`src/hdl/wb_settings.svh`:
```
`ifndef WB_SETTINGS_SVH
`define WB_SETTINGS_SVH

// Widths
`define WB_XLEN          32
`define WB_REG_W         5
`define WB_CAUSE_W       4
`define WB_CSR_ADDR_W    12
`define WB_CSR_CMD_W     3
`define WB_LSU_SIZE_W    2

// Instruction field positions and codes
`define WB_OPC_STORE_BIT   5        // Opcode bit 5 splits store from load
`define WB_F3_ZIMM_BIT     2        // CSR immediate form
`define WB_F3_USIGN_BIT    2        // Unsigned load
`define WB_XRET_RS2        5'd2
`define WB_FUNCT12_ECALL   12'h000
`define WB_FUNCT12_EBREAK  12'h001

`endif

```
`src/hdl/wb_pkg.sv`:
```
`include "wb_settings.svh"

package wb_pkg;

    // --------------------
    // Encodings
    // --------------------
    typedef enum logic [1:0] {
        WB_SEL_ALU = 2'd0,
        WB_SEL_LSU = 2'd1,
        WB_SEL_CSR = 2'd2,
        WB_SEL_PC4 = 2'd3
    } wb_sel_e;

    typedef enum logic [`WB_CAUSE_W-1:0] {
        E_INST_MISALIGNED    = 4'd0,
        E_INST_ACCESS_FAULT  = 4'd1,
        E_ILLEGAL_INST       = 4'd2,
        E_BREAKPOINT         = 4'd3,
        E_LOAD_MISALIGNED    = 4'd4,
        E_LOAD_ACCESS_FAULT  = 4'd5,
        E_STORE_MISALIGNED   = 4'd6,
        E_STORE_ACCESS_FAULT = 4'd7,
        E_ECALL_FROM_M       = 4'd11
    } xcause_e;

    // --------------------
    // Control and instruction
    // --------------------
    typedef struct packed {
        logic                     rf_we;
        logic                     mem_en;
        logic                     mem_rw;       // High for store
        logic [`WB_CSR_CMD_W-1:0] csr_cmd;
        wb_sel_e                  sel_wb;
        logic                     ecall_break;  // SYSTEM opcode with funct3 0
    } ctrl_t;

    typedef struct packed {
        logic [11:0] imm12;
        logic [4:0]  rs1;
        logic [2:0]  funct3;
        logic [4:0]  rd;
        logic [6:0]  opcode;
    } i_view_t;

    typedef struct packed {
        logic [6:0] funct7;
        logic [4:0] rs2;
        logic [4:0] rs1;
        logic [2:0] funct3;
        logic [4:0] rd;
        logic [6:0] opcode;
    } sys_view_t;

    // Same word, I-type fields or SYSTEM fields
    typedef union packed {
        i_view_t   i_view;
        sys_view_t sys_view;
    } instr_u;

    // --------------------
    // Stage bundles
    // --------------------
    typedef struct packed {
        logic [`WB_XLEN-1:0] pc;
        logic [`WB_XLEN-1:0] pc4;
        instr_u              instr;
        logic [`WB_XLEN-1:0] alu_result;   // Also the load/store address
        logic [`WB_XLEN-1:0] lsu_wdata;
        ctrl_t               ctrl;
        logic                exception;    // Raised by an earlier stage
        xcause_e             xcause;
        logic [`WB_XLEN-1:0] mtval;
    } ex_result_t;

    typedef struct packed {
        ex_result_t ex;
        logic       bubble;
    } wb_bundle_t;

    typedef struct packed {
        logic                exception;
        xcause_e             xcause;
        logic [`WB_XLEN-1:0] mtval;
        logic [`WB_XLEN-1:0] epc;
    } trap_t;

    typedef struct packed {
        logic                 wen;
        logic [`WB_REG_W-1:0] waddr;
        logic [`WB_XLEN-1:0]  wdata;
    } rf_write_t;

    typedef struct packed {
        logic [`WB_CSR_ADDR_W-1:0] addr;
        logic [`WB_CSR_CMD_W-1:0]  cmd;
        logic                      rs1_zero;
        logic [`WB_XLEN-1:0]       wdata;
    } csr_req_t;

endpackage

```
`src/hdl/trap_priority.sv`:
```
`timescale 1ns/100ps

`include "wb_settings.svh"

module trap_priority import wb_pkg::*; (
    input  wb_bundle_t wb_i,
    input  logic       lsu_misaligned_i,
    input  logic       lsu_ld_err_i,
    input  logic       lsu_st_err_i,
    input  logic       csr_exception_i,
    input  logic       xint_pending_i,
    input  xcause_e    xint_xcause_i,
    output trap_t      trap_o,
    output logic       xret_o
);

    logic [11:0] funct12;
    logic        valid;
    logic        xint;
    logic        ex_exc;
    logic        misal;
    logic        ld_err;
    logic        st_err;
    logic        csr_ill;
    logic        xcall;
    logic        xbreak;
    logic        is_xret;
    logic        sync_exc;

    // --------------------
    // Source decode
    // --------------------
    assign funct12 = {wb_i.ex.instr.sys_view.funct7, wb_i.ex.instr.sys_view.rs2};
    assign valid   = !wb_i.bubble;                  // Bubble masks everything

    assign xint    = xint_pending_i && valid;
    assign ex_exc  = wb_i.ex.exception && valid;
    assign misal   = lsu_misaligned_i && valid;
    assign ld_err  = lsu_ld_err_i && valid;
    assign st_err  = lsu_st_err_i && valid;
    assign csr_ill = csr_exception_i && valid;

    assign xcall   = wb_i.ex.ctrl.ecall_break && valid && (funct12 == `WB_FUNCT12_ECALL);
    assign xbreak  = wb_i.ex.ctrl.ecall_break && valid && (funct12 == `WB_FUNCT12_EBREAK);
    assign is_xret = wb_i.ex.ctrl.ecall_break && valid &&
                     (wb_i.ex.instr.sys_view.rs2 == `WB_XRET_RS2);

    assign sync_exc = ex_exc | misal | ld_err | st_err | csr_ill | xcall | xbreak;

    // A faulting instruction does not return; an interrupt may still land on it
    assign xret_o = is_xret && !sync_exc;

    // --------------------
    // Fixed priority encode
    // --------------------
    always_comb begin
        trap_o.exception = xint | sync_exc;
        trap_o.epc       = wb_i.ex.pc;
        trap_o.xcause    = E_INST_MISALIGNED;
        trap_o.mtval     = '0;
        if (xint) begin
            trap_o.xcause = xint_xcause_i;
        end else if (ex_exc) begin                   // Fetch or decode fault
            trap_o.xcause = wb_i.ex.xcause;
            trap_o.mtval  = wb_i.ex.mtval;
        end else if (misal) begin
            if (wb_i.ex.instr.i_view.opcode[`WB_OPC_STORE_BIT]) begin
                trap_o.xcause = E_STORE_MISALIGNED;
            end else begin
                trap_o.xcause = E_LOAD_MISALIGNED;
            end
            trap_o.mtval = wb_i.ex.alu_result;       // Faulting address
        end else if (ld_err) begin
            trap_o.xcause = E_LOAD_ACCESS_FAULT;
            trap_o.mtval  = wb_i.ex.alu_result;
        end else if (st_err) begin
            trap_o.xcause = E_STORE_ACCESS_FAULT;
            trap_o.mtval  = wb_i.ex.alu_result;
        end else if (csr_ill) begin
            trap_o.xcause = E_ILLEGAL_INST;
            trap_o.mtval  = wb_i.ex.instr;           // Offending word
        end else if (xcall) begin
            trap_o.xcause = E_ECALL_FROM_M;
        end else if (xbreak) begin
            trap_o.xcause = E_BREAKPOINT;
            trap_o.mtval  = wb_i.ex.pc;
        end
    end

    // --------------------
    // Checks
    // --------------------
    always_comb begin
        if (trap_o.exception) begin
            a_cause_known: assert final (!$isunknown(trap_o.xcause));
        end
        if (!xint_pending_i) begin
            a_xret_no_trap: assert final (!(xret_o && trap_o.exception));
        end
    end

endmodule

```
`src/hdl/wb_stage.sv`:
```
`timescale 1ns/100ps

`include "wb_settings.svh"

module wb_stage import wb_pkg::*; (
    input  logic                      clk_i,
    input  logic                      rst_i,
    input  ex_result_t                ex_result_i,
    input  logic                      exwb_enable_i,
    input  logic                      exwb_clear_i,
    input  logic [`WB_XLEN-1:0]       lsu_rdata_i,
    input  logic                      lsu_misaligned_i,
    input  logic                      lsu_ld_err_i,
    input  logic                      lsu_st_err_i,
    input  logic [`WB_XLEN-1:0]       csr_rdata_i,
    input  logic                      csr_exception_i,
    input  logic                      xint_pending_i,
    input  xcause_e                   xint_xcause_i,
    output rf_write_t                 rf_write_o,
    output trap_t                     trap_o,
    output logic                      xret_o,
    output csr_req_t                  csr_req_o,
    output logic [`WB_XLEN-1:0]       lsu_addr_o,
    output logic [`WB_XLEN-1:0]       lsu_wdata_o,
    output logic                      lsu_en_o,
    output logic                      lsu_we_o,
    output logic [`WB_LSU_SIZE_W-1:0] lsu_size_o,
    output logic                      lsu_sign_ext_o
);

    wb_bundle_t wb;     // Registered EX/WB content

    wb_stage_reg u_stage_reg (
        .clk_i         (clk_i),
        .rst_i         (rst_i),
        .ex_result_i   (ex_result_i),
        .exwb_enable_i (exwb_enable_i),
        .exwb_clear_i  (exwb_clear_i),
        .wb_o          (wb)
    );

    trap_priority u_trap (
        .wb_i             (wb),
        .lsu_misaligned_i (lsu_misaligned_i),
        .lsu_ld_err_i     (lsu_ld_err_i),
        .lsu_st_err_i     (lsu_st_err_i),
        .csr_exception_i  (csr_exception_i),
        .xint_pending_i   (xint_pending_i),
        .xint_xcause_i    (xint_xcause_i),
        .trap_o           (trap_o),
        .xret_o           (xret_o)
    );

    wb_writeback u_writeback (
        .wb_i             (wb),
        .trap_exception_i (trap_o.exception),
        .lsu_rdata_i      (lsu_rdata_i),
        .csr_rdata_i      (csr_rdata_i),
        .rf_write_o       (rf_write_o),
        .csr_req_o        (csr_req_o),
        .lsu_addr_o       (lsu_addr_o),
        .lsu_wdata_o      (lsu_wdata_o),
        .lsu_en_o         (lsu_en_o),
        .lsu_we_o         (lsu_we_o),
        .lsu_size_o       (lsu_size_o),
        .lsu_sign_ext_o   (lsu_sign_ext_o)
    );

endmodule

```
`src/hdl/wb_stage_reg.sv`:
```
`timescale 1ns/100ps

module wb_stage_reg import wb_pkg::*; (
    input  logic       clk_i,
    input  logic       rst_i,
    input  ex_result_t ex_result_i,
    input  logic       exwb_enable_i,
    input  logic       exwb_clear_i,
    output wb_bundle_t wb_o
);

    ex_result_t payload_q;     // Data part of the bundle
    ctrl_t      ctrl_q;
    logic       exception_q;
    logic       bubble_q;

    // --------------------
    // Control part
    // --------------------
    always_ff @(posedge clk_i) begin
        if (rst_i || exwb_clear_i) begin       // Clear beats enable
            ctrl_q      <= '0;
            exception_q <= 1'b0;
            bubble_q    <= 1'b1;
        end else if (exwb_enable_i) begin
            ctrl_q      <= ex_result_i.ctrl;
            exception_q <= ex_result_i.exception;
            bubble_q    <= 1'b0;
        end
    end

    // Data part, don't care while bubble is set
    always_ff @(posedge clk_i) begin
        if (exwb_enable_i) begin
            payload_q <= ex_result_i;
        end
    end

    always_comb begin
        wb_o              = '0;
        wb_o.ex           = payload_q;
        wb_o.ex.ctrl      = ctrl_q;       // Control fields come from the reset flops
        wb_o.ex.exception = exception_q;
        wb_o.bubble       = bubble_q;
    end

    // --------------------
    // Checks
    // --------------------
    a_clear_bubble: assert property (@(posedge clk_i) disable iff (rst_i)
        exwb_clear_i |=> wb_o.bubble);

endmodule

```
`src/hdl/wb_writeback.sv`:
```
`timescale 1ns/100ps

`include "wb_settings.svh"

module wb_writeback import wb_pkg::*; (
    input  wb_bundle_t                wb_i,
    input  logic                      trap_exception_i,
    input  logic [`WB_XLEN-1:0]       lsu_rdata_i,
    input  logic [`WB_XLEN-1:0]       csr_rdata_i,
    output rf_write_t                 rf_write_o,
    output csr_req_t                  csr_req_o,
    output logic [`WB_XLEN-1:0]       lsu_addr_o,
    output logic [`WB_XLEN-1:0]       lsu_wdata_o,
    output logic                      lsu_en_o,
    output logic                      lsu_we_o,
    output logic [`WB_LSU_SIZE_W-1:0] lsu_size_o,
    output logic                      lsu_sign_ext_o
);

    logic               valid;
    logic               cmd_ok;
    logic [`WB_XLEN-1:0] rf_wdata;
    i_view_t            iv;

    assign iv    = wb_i.ex.instr.i_view;
    assign valid = !wb_i.bubble;

    // LSU and CSR file see their own faults, so only the upstream fault gates them
    assign cmd_ok = valid && !wb_i.ex.exception;

    // --------------------
    // Register file write
    // --------------------
    always_comb begin
        rf_wdata = wb_i.ex.alu_result;
        case (wb_i.ex.ctrl.sel_wb)
            WB_SEL_ALU: rf_wdata = wb_i.ex.alu_result;
            WB_SEL_LSU: rf_wdata = lsu_rdata_i;
            WB_SEL_CSR: rf_wdata = csr_rdata_i;   // Old CSR value
            WB_SEL_PC4: rf_wdata = wb_i.ex.pc4;   // Link address
        endcase
    end

    assign rf_write_o.wen   = wb_i.ex.ctrl.rf_we && valid && !trap_exception_i;
    assign rf_write_o.waddr = iv.rd;
    assign rf_write_o.wdata = rf_wdata;

    // --------------------
    // CSR request
    // --------------------
    assign csr_req_o.addr     = iv.imm12;
    assign csr_req_o.cmd      = cmd_ok ? wb_i.ex.ctrl.csr_cmd : '0;
    assign csr_req_o.rs1_zero = (iv.rs1 == '0);
    assign csr_req_o.wdata    = iv.funct3[`WB_F3_ZIMM_BIT] ?
                                {{(`WB_XLEN-`WB_REG_W){1'b0}}, iv.rs1} :   // zimm
                                wb_i.ex.alu_result;

    // LSU request
    assign lsu_addr_o     = wb_i.ex.alu_result;
    assign lsu_wdata_o    = wb_i.ex.lsu_wdata;
    assign lsu_en_o       = wb_i.ex.ctrl.mem_en && cmd_ok;
    assign lsu_we_o       = wb_i.ex.ctrl.mem_rw;
    assign lsu_size_o     = iv.funct3[`WB_LSU_SIZE_W-1:0];      // Byte, half, word
    assign lsu_sign_ext_o = !iv.funct3[`WB_F3_USIGN_BIT];

    // --------------------
    // Checks
    // --------------------
    always_comb begin
        if (trap_exception_i) begin
            a_no_write_on_trap: assert final (!rf_write_o.wen);
        end
    end

endmodule

```
`config.mk`:
```
export PLATFORM = sky130hd
export DESIGN_NAME = wb_stage
export DESIGN_NICKNAME = d
export VERILOG_FILES = /design/src/hdl/wb_pkg.sv /design/src/hdl/trap_priority.sv /design/src/hdl/wb_stage.sv /design/src/hdl/wb_stage_reg.sv /design/src/hdl/wb_writeback.sv
export VERILOG_INCLUDE_DIRS = /design/src /design/src/hdl
export SDC_FILE = /design/constraint.sdc
export NUM_CORES = 1
export LEC_CHECK = 0
export BUFFER_PORTS_ARGS = -buffer_cell sky130_fd_sc_hd__buf_2
export CAP_MARGIN = 20
export CELL_PAD_IN_SITES_DETAIL_PLACEMENT = 1
export CELL_PAD_IN_SITES_GLOBAL_PLACEMENT = 1
export CORE_AREA = 4 4 194 196
export CTS_CLUSTER_SIZE = 40
export DETAILED_ROUTE_END_ITERATION = 10
export DIE_AREA = 0 0 198 200
export GPL_TIMING_DRIVEN = 0
export PLACE_DENSITY_LB_ADDON = 0.15
export REMOVE_ABC_BUFFERS = 1
export SYNTH_ARGS = -nofsm -noshare
export SYNTH_HDL_FRONTEND = slang
export SYNTH_SLANG_ARGS = --single-unit
```
`constraint.sdc`:
```
create_clock -name clk_i -period 2.5 [get_ports clk_i]
set_clock_uncertainty 0.1 [all_clocks]
set_input_delay 0.5 -clock clk_i [delete_from_list [all_inputs] [get_ports clk_i]]
set_output_delay 0.5 -clock clk_i [all_outputs]
set_load 0.05 [all_outputs]
```
==> flow_metrics.py, run 1 <==
metrics = {
    "detailed_routing": {
        "drc_errors": 0,
        "finalWirelength_um": 38700,
        "firstDrtPassIters": 4,
        "vias_per_cell": 4.52,
        "first_iter_violations": 273,
        "routedWlPerCell_um": 22.5,
        "vias": 7767,
        "ant_nets": 0,
    },
    "sta": {
        "rsz0062_at_grt": "true",
        "drv_slew": 0,
        "setup_violations": 39,
        "period_needed_ps": 3250,
        "tightest_slew_ps": 815,
        "timing.fmax_mhz": 308,
        "setup_tns_ps": -24270,
        "min_period_over_period_pct": 130,
        "slew_headroom_pct": 45.6,
        "final.setup.worst_slack_ps": -751,
        "finalHoldViolCount": 0,
    },
    "finish": {
        "drive_above_1_share_pct": 55.9,
        "fin_util_pct": 42.6,
        "most-common-layout-cells": "buf_2 (419), edfxtp_1 (196), dlygate4sd3_1 (145)",
        "layout_commonest_cell": "buf_2",
        "nets": 1513,
        "stdcell_count": 1719,
        "area_growth_syn_to_layout_pct": 62.9,
    },
    "synthesis": {
        "ys.warnings.count": 0,
        "async_reset_ff_share_pct": 0,
        "netlist-cell-type-count": 37,
        "synth_top_flop_cell": "edfxtp_1",
        "yosys_register_bits": 207,
        "synth_enable_flop_cells": 196,
        "yosysSeqAreaShare_pct": 64.7,
        "syn_area_mm2": 0.00944,
        "synth_cells": 661,
        "syn_area_per_cell_um2": 14.3,
    },
    "min_path": {
        "hp-start": "ex_result_i[99]",
        "hold_class": "in2reg",
    },
    "setup_path": {
        "cp_max_fo": 16,
        "slowest_stage": "edfxtp_1",
        "arrival_ps": 2650,
        "slowest_delay_ps": 460,
        "r2r-start": "u_stage_reg.bubble_q",
        "cp.required_ps": 1900,
        "crit_start": "u_stage_reg.wb_o[140]",
        "cp-end-kind": "output port",
        "crit_path_cell_trace": "nor4_4 -> nand4_1 -> buf_6 -> buf_8 -> or3_4 -> a21oi_4 -> buf_8",
        "crit_type": "reg2out",
        "worst_path_most_repeated_cell": "buf_8",
        "crit_path_start_kind": "flop",
    },
    "cts": {
        "insertion_delay_ps": 540,
        "ctsRootBufferMaster": "clkbuf_16",
        "clockBufferDepth": 3,
        "cts_made_buffers": 27,
        "cts-htree-levels": 1,
        "cts_tree": "yes",
        "clk_pin_slew_ps": 50,
        "cts.sinks": 207,
    },
    "flow_run": {
        "max_cap_violations": 0,
    },
    "placement": {
        "place.gp.congestion": 0.701,
        "dp.cells": 1497,
        "hpwlAfterDp_um": 28100,
        "io_buffers": 507,
    },
    "power_and_ir_drop": {
        "ir_drop_v": 0.000555,
        "p_total_mw": 10.1,
        "power-per-cell-area_mw_per_mm2": 657,
        "p_leak_nw": 6.36,
    },
    "global_routing": {
        "grt_first_pass_wirelength_um": 54000,
        "antenna_found_initial": 3,
        "grt_overflow": 0,
        "grt_start_max_net_pins": 112,
        "first_global_vias": 8427,
        "grtUsageTotal_pct": 18.2,
    },
    "floorplan": {
        "die_area_mm2": 0.0396,
        "initial_utilization_pct": 26.2,
        "core_area_mm2": 0.0361,
        "die_h_um": 200,
        "dieWidth_um": 198,
        "ios": 508,
        "row_count": 70,
    },
    "run_status": {
        "status": "finished, violations left",
        "violations": "negative setup slack",
    },
}
[where the power goes]
group          leakage, nW  internal [mW]  total [mW]  switching [mW]
combinational         3.96          0.834        2.35            1.52
clock                0.394           1.99        3.50            1.51
sequential            2.01           4.10        4.26           0.158
[worst max-delay path: cells and delay by family (launching register included)]
family,cells,cell delay (ps)
flops,1,460
compound gates,1,180
buf+inv,3,500
simple gates,3,960
[synth_stat cells (2+ instances only)]
cell	instances	area, µm²
edfxtp_1	196	5890
o22ai_1	2	12.5
nand2_1	8	30.0
or3_1	32	200
o21ai_0	34	170
nor2_1	21	78.8
mux2_2	5	56.3
mux2i_1	11	110
buf_4	116	871
and2_1	5	31.3
inv_1	35	131
nor4_1	2	12.5
buf_2	3	15.0
clkbuf_1	32	120
dfxtp_1	11	220
a21oi_1	35	175
buf_1	3	11.3
a31oi_1	2	12.5
mux4_2	32	721
a221oi_1	31	272
or4_1	2	15.0
nor2b_1	28	175
[final timing paths]
check / to / slack [ps] / cells past startpoint
worst min-delay path: u_stage_reg.wb_o[100] / 30 / 1
worst max-delay path: trap_o[42] / -750 / 7
worst min register to register: u_stage_reg.wb_o[43] / 390 / 2
worst max register to register: u_stage_reg.bubble_q / 1240 / 4
[cells by family after synthesis]
logic type,count (synthesis),synth area share [%]
AOI/OAI and AO/OA,111,7.38
buffers and inverters,189,12.2
DFF,207,64.7
muxes,48,9.40
and+or+nand+nor,106,6.39
[timing repair]
item | 4_1_cts | 5_1_grt
setup endpoints to repair | 78 | 73
hold endpoints to repair | 125 | 20
hold buffers | 125 | 20
gates cloned | 2 | 0
resized for setup | 164 | 127
setup buffers | 17 | 9
pin swaps | 35 | 16
[layer usage]
layer | global-route usage, % | routed length, µm
met3 | 5.12 | 2850
met2 | 33.4 | 20400
met4 | 4.79 | 1040
met1 | 20.8 | 14400
met5 | 0 | 12
[through the flow]
stage                     setup WS [ps]  hold WS [ps]  cell area (µm²)
after floorplan                   -1180           352             8420
after global placement            -2660           366            11500
after detailed placement          -1030           382            11900
after CTS                          -739         0.132            14700
after global routing               -864         -1.13            15400
final                              -751          34.7            15400
[registers in the layout (all words and copies together), names as in the netlist]
signal,cells
u_stage_reg.exception_q,1
u_stage_reg.bubble_q,1
u_stage_reg.wb_o,205
[area by class of cell]
type                            instances  area [µm²]
Fill cell                            3872       20700
Sequential cell                       207        6120
Timing Repair Buffer                  694        5150
Multi-Input combinational cell        265        2590
Clock buffer                           34         702
Tap cell                              468         586
Inverter                               35         135
Clock inverter                         15        87.6
Antenna cell                            1        2.50
(Power assumes the default switching activity.)
==> inputs of run 2 (changes only) <==
--- a/config.mk
+++ b/config.mk
@@ -6,14 +6,14 @@
 export SDC_FILE = /design/constraint.sdc
 export NUM_CORES = 1
 export LEC_CHECK = 0
+export ABC_AREA = 1
 export BUFFER_PORTS_ARGS = -buffer_cell sky130_fd_sc_hd__buf_2
 export CAP_MARGIN = 20
 export CELL_PAD_IN_SITES_DETAIL_PLACEMENT = 1
 export CELL_PAD_IN_SITES_GLOBAL_PLACEMENT = 1
-export CORE_AREA = 4 4 194 196
-export CTS_CLUSTER_SIZE = 40
+export CORE_AREA = 4 4 197 199
 export DETAILED_ROUTE_END_ITERATION = 10
-export DIE_AREA = 0 0 198 200
+export DIE_AREA = 0 0 201 203
 export GPL_TIMING_DRIVEN = 0
 export PLACE_DENSITY_LB_ADDON = 0.15
 export REMOVE_ABC_BUFFERS = 1
==> flow_metrics.py, run 2 <==
metrics = {
    "run_status": {
        "status": "finished, violations left",
        "violations": "negative setup slack",
    },
    "synthesis": {
        "synth_cells": 886,
        "netlist-cell-type-count": 27,
        "synth_top_area_share_pct": 60.1,
        "syn_area_mm2": 0.00980,
        "yosys_register_bits": 207,
        "syn_area_per_cell_um2": 11.1,
        "synth_top_flop_cell": "edfxtp_1",
        "synth_enable_flop_cells": 196,
        "async_reset_ff_share_pct": 0,
        "synth.most_common_cell": "edfxtp_1",
        "synthTopCellsByArea": "edfxtp_1 (60%), buf_4 (9.0%), nand2_1 (6.9%)",
        "post-synth-top-area-cell": "edfxtp_1",
        "yosys-top-cells-count": "edfxtp_1 (196), nand2_1 (181), buf_4 (117)",
        "yosysSeqAreaShare_pct": 62.3,
        "ys.warnings.count": 0,
    },
    "cts": {
        "cts-htree-levels": 1,
        "clockBufferDepth": 3,
        "cts.sinks": 207,
        "cts_made_buffers": 26,
        "clk_pin_slew_ps": 60,
        "insertion_delay_ps": 540,
        "cts_tree": "yes",
        "ctsRootBufferMaster": "clkbuf_16",
    },
    "sta": {
        "rsz0062_at_grt": "true",
        "final.setup.worst_slack_ps": -424,
        "min_period_over_period_pct": 117,
        "hold_slack_ps": 35.0,
        "tightest_slew_ps": 678,
        "slew_headroom_pct": 54.6,
        "timing.fmax_mhz": 342,
        "setup_violations": 62,
        "drv_slew": 0,
        "period_needed_ps": 2920,
        "finalHoldViolCount": 0,
    },
    "finish": {
        "postLayoutCellArea_mm2": 0.0166,
        "largest_reg_flops": 205,
        "layout_commonest_cell": "buf_2",
        "most-common-layout-cells": "buf_2 (425), edfxtp_1 (196), dlygate4sd3_1 (166)",
        "area_growth_syn_to_layout_pct": 69.2,
        "stdcell_count": 1999,
        "drive_above_1_share_pct": 51.4,
        "nFillCells": 4101,
        "nets": 1787,
        "fin_util_pct": 44.5,
    },
    "setup_path": {
        "cp-end-kind": "output port",
        "path_delay_family": "simple AND/OR/NAND/NOR gates",
        "slowest_stage": "edfxtp_1",
        "crit_type": "reg2out",
        "crit_path_cell_trace": "nor2_2 -> nand2_2 -> nor2_4 -> buf_6 -> nand2_4 -> nand2_4 -> nand2_2 -> nand2_2 -> nand2_2 -> a21oi_2 -> buf_6",
        "reg2reg_to": "u_stage_reg.wb_o[39]",
        "crit_path_start_kind": "flop",
        "crit_start": "u_stage_reg.wb_o[142]",
        "cp_max_fo": 3,
        "slowest_delay_ps": 420,
        "path_depth": 11,
        "cp_num_buf_inv": 2,
        "worst_path_most_repeated_cell": "nand2_2",
        "regToRegSetupSlack_ps": 1370,
        "r2r_cells": 4,
        "r2r-start": "u_stage_reg.wb_o[39]",
        "endpoint": "trap_o[64]",
        "arrival_ps": 2320,
        "cp.required_ps": 1900,
    },
    "detailed_routing": {
        "ant_nets": 0,
        "routedWlPerCell_um": 24.7,
        "first_iter_violations": 327,
        "vias": 9229,
        "firstDrtPassIters": 4,
        "vias_per_cell": 4.62,
        "drc_errors": 0,
        "finalWirelength_um": 49300,
    },
    "floorplan": {
        "row_count": 71,
        "die_h_um": 203,
        "die_area_mm2": 0.0408,
        "ios": 508,
        "dieWidth_um": 201,
        "core_area_mm2": 0.0372,
        "initial_utilization_pct": 26.3,
    },
    "global_routing": {
        "grtUsageTotal_pct": 23.0,
        "first_global_vias": 10200,
        "grt_first_pass_wirelength_um": 69600,
        "grt_overflow": 0,
        "grt_start_max_net_pins": 91,
        "antenna_found_initial": 4,
    },
    "power_and_ir_drop": {
        "p_leak_nw": 7.08,
        "p_total_mw": 10.7,
        "power-per-cell-area_mw_per_mm2": 644,
        "ir_drop_v": 0.000502,
    },
    "placement": {
        "place.gp.congestion": 0.798,
        "dp.cells": 1718,
        "post_dp_cell_area_mm2": 0.0121,
        "io_buffers": 507,
        "hpwlAfterDp_um": 30700,
    },
    "min_path": {
        "hold_class": "in2reg",
        "hold_path_depth": 1,
    },
    "flow_run": {
        "max_cap_violations": 0,
    },
}
==> run 2: per-layer routing <==
metal | vias up | wire length, µm | track usage [%]
li1 | 4232 | - | -
met1 | 4559 | 19300 | 27.1
met2 | 364 | 25900 | 42.6
met3 | 70 | 3010 | 5.16
met4 | 4 | 1090 | 5.51
met5 | - | 27 | 0
==> run 2: worst min path at each step <==
stage | start | slack, ps | to
2_1_floorplan | u_stage_reg.wb_o[41] | 330 | u_stage_reg.wb_o[41]
3_3_place_gp | u_stage_reg.wb_o[42] | 340 | u_stage_reg.wb_o[42]
3_5_place_dp | u_stage_reg.wb_o[42] | 350 | u_stage_reg.wb_o[42]
4_1_cts | ex_result_i[145] | 0.4 | u_stage_reg.wb_o[146]
5_1_grt | ex_result_i[51] | 2 | u_stage_reg.wb_o[52]
6_report | ex_result_i[60] | 40 | u_stage_reg.wb_o[61]
==> run 2: layout make-up <==
type	count	area (µm²)	share of cell area, %
multi-input cells	465	3110	18.7
repair inverters	2	31.3	0.189
clock inverters	11	86.3	0.521
well taps	474	593	3.58
repair buffers	741	5640	34.0
flip-flops and latches	207	6120	36.9
diodes	3	7.51	0.0453
inverters	61	319	1.92
clock buffers	35	684	4.13
==> run 2: logic make-up after synthesis <==
| family | share of synthesized area (%) |
|---|---|
| DFF | 62.3 |
| and+or+nand+nor | 10.8 |
| AOI/OAI and AO/OA | 13.4 |
| buffers and inverters | 13.4 |
==> run 2: through the flow <==
stage	setup slack, ps	setup TNS (ps)
after floorplan	-811	-29800
after global placement	-3860	-570500
after detailed placement	-1090	-35340
after CTS	-472	-18050
after global routing	-540	-22780
final	-424	-15270
==> run 2: repair_timing <==
item | 4_1_cts | 5_1_grt
buffers inserted | 45 | 11
resized for setup | 271 | 87
hold endpoints to repair | 166 | 0
gates cloned | 13 | 1
pin swaps | 27 | 28
hold buffers | 166 | 0
endpoints found under the setup margin | 104 | 81
==> run 2: power breakdown <==
part / total [mW] / switching [mW] / leakage, nW / internal, mW
Sequential: 4.25 / 0.157 / 2.01 / 4.10
Clock: 3.54 / 1.52 / 0.378 / 2.01
Combinational: 2.89 / 1.92 / 4.69 / 0.971
Total: 10.7 / 3.60 / 7.08 / 7.08
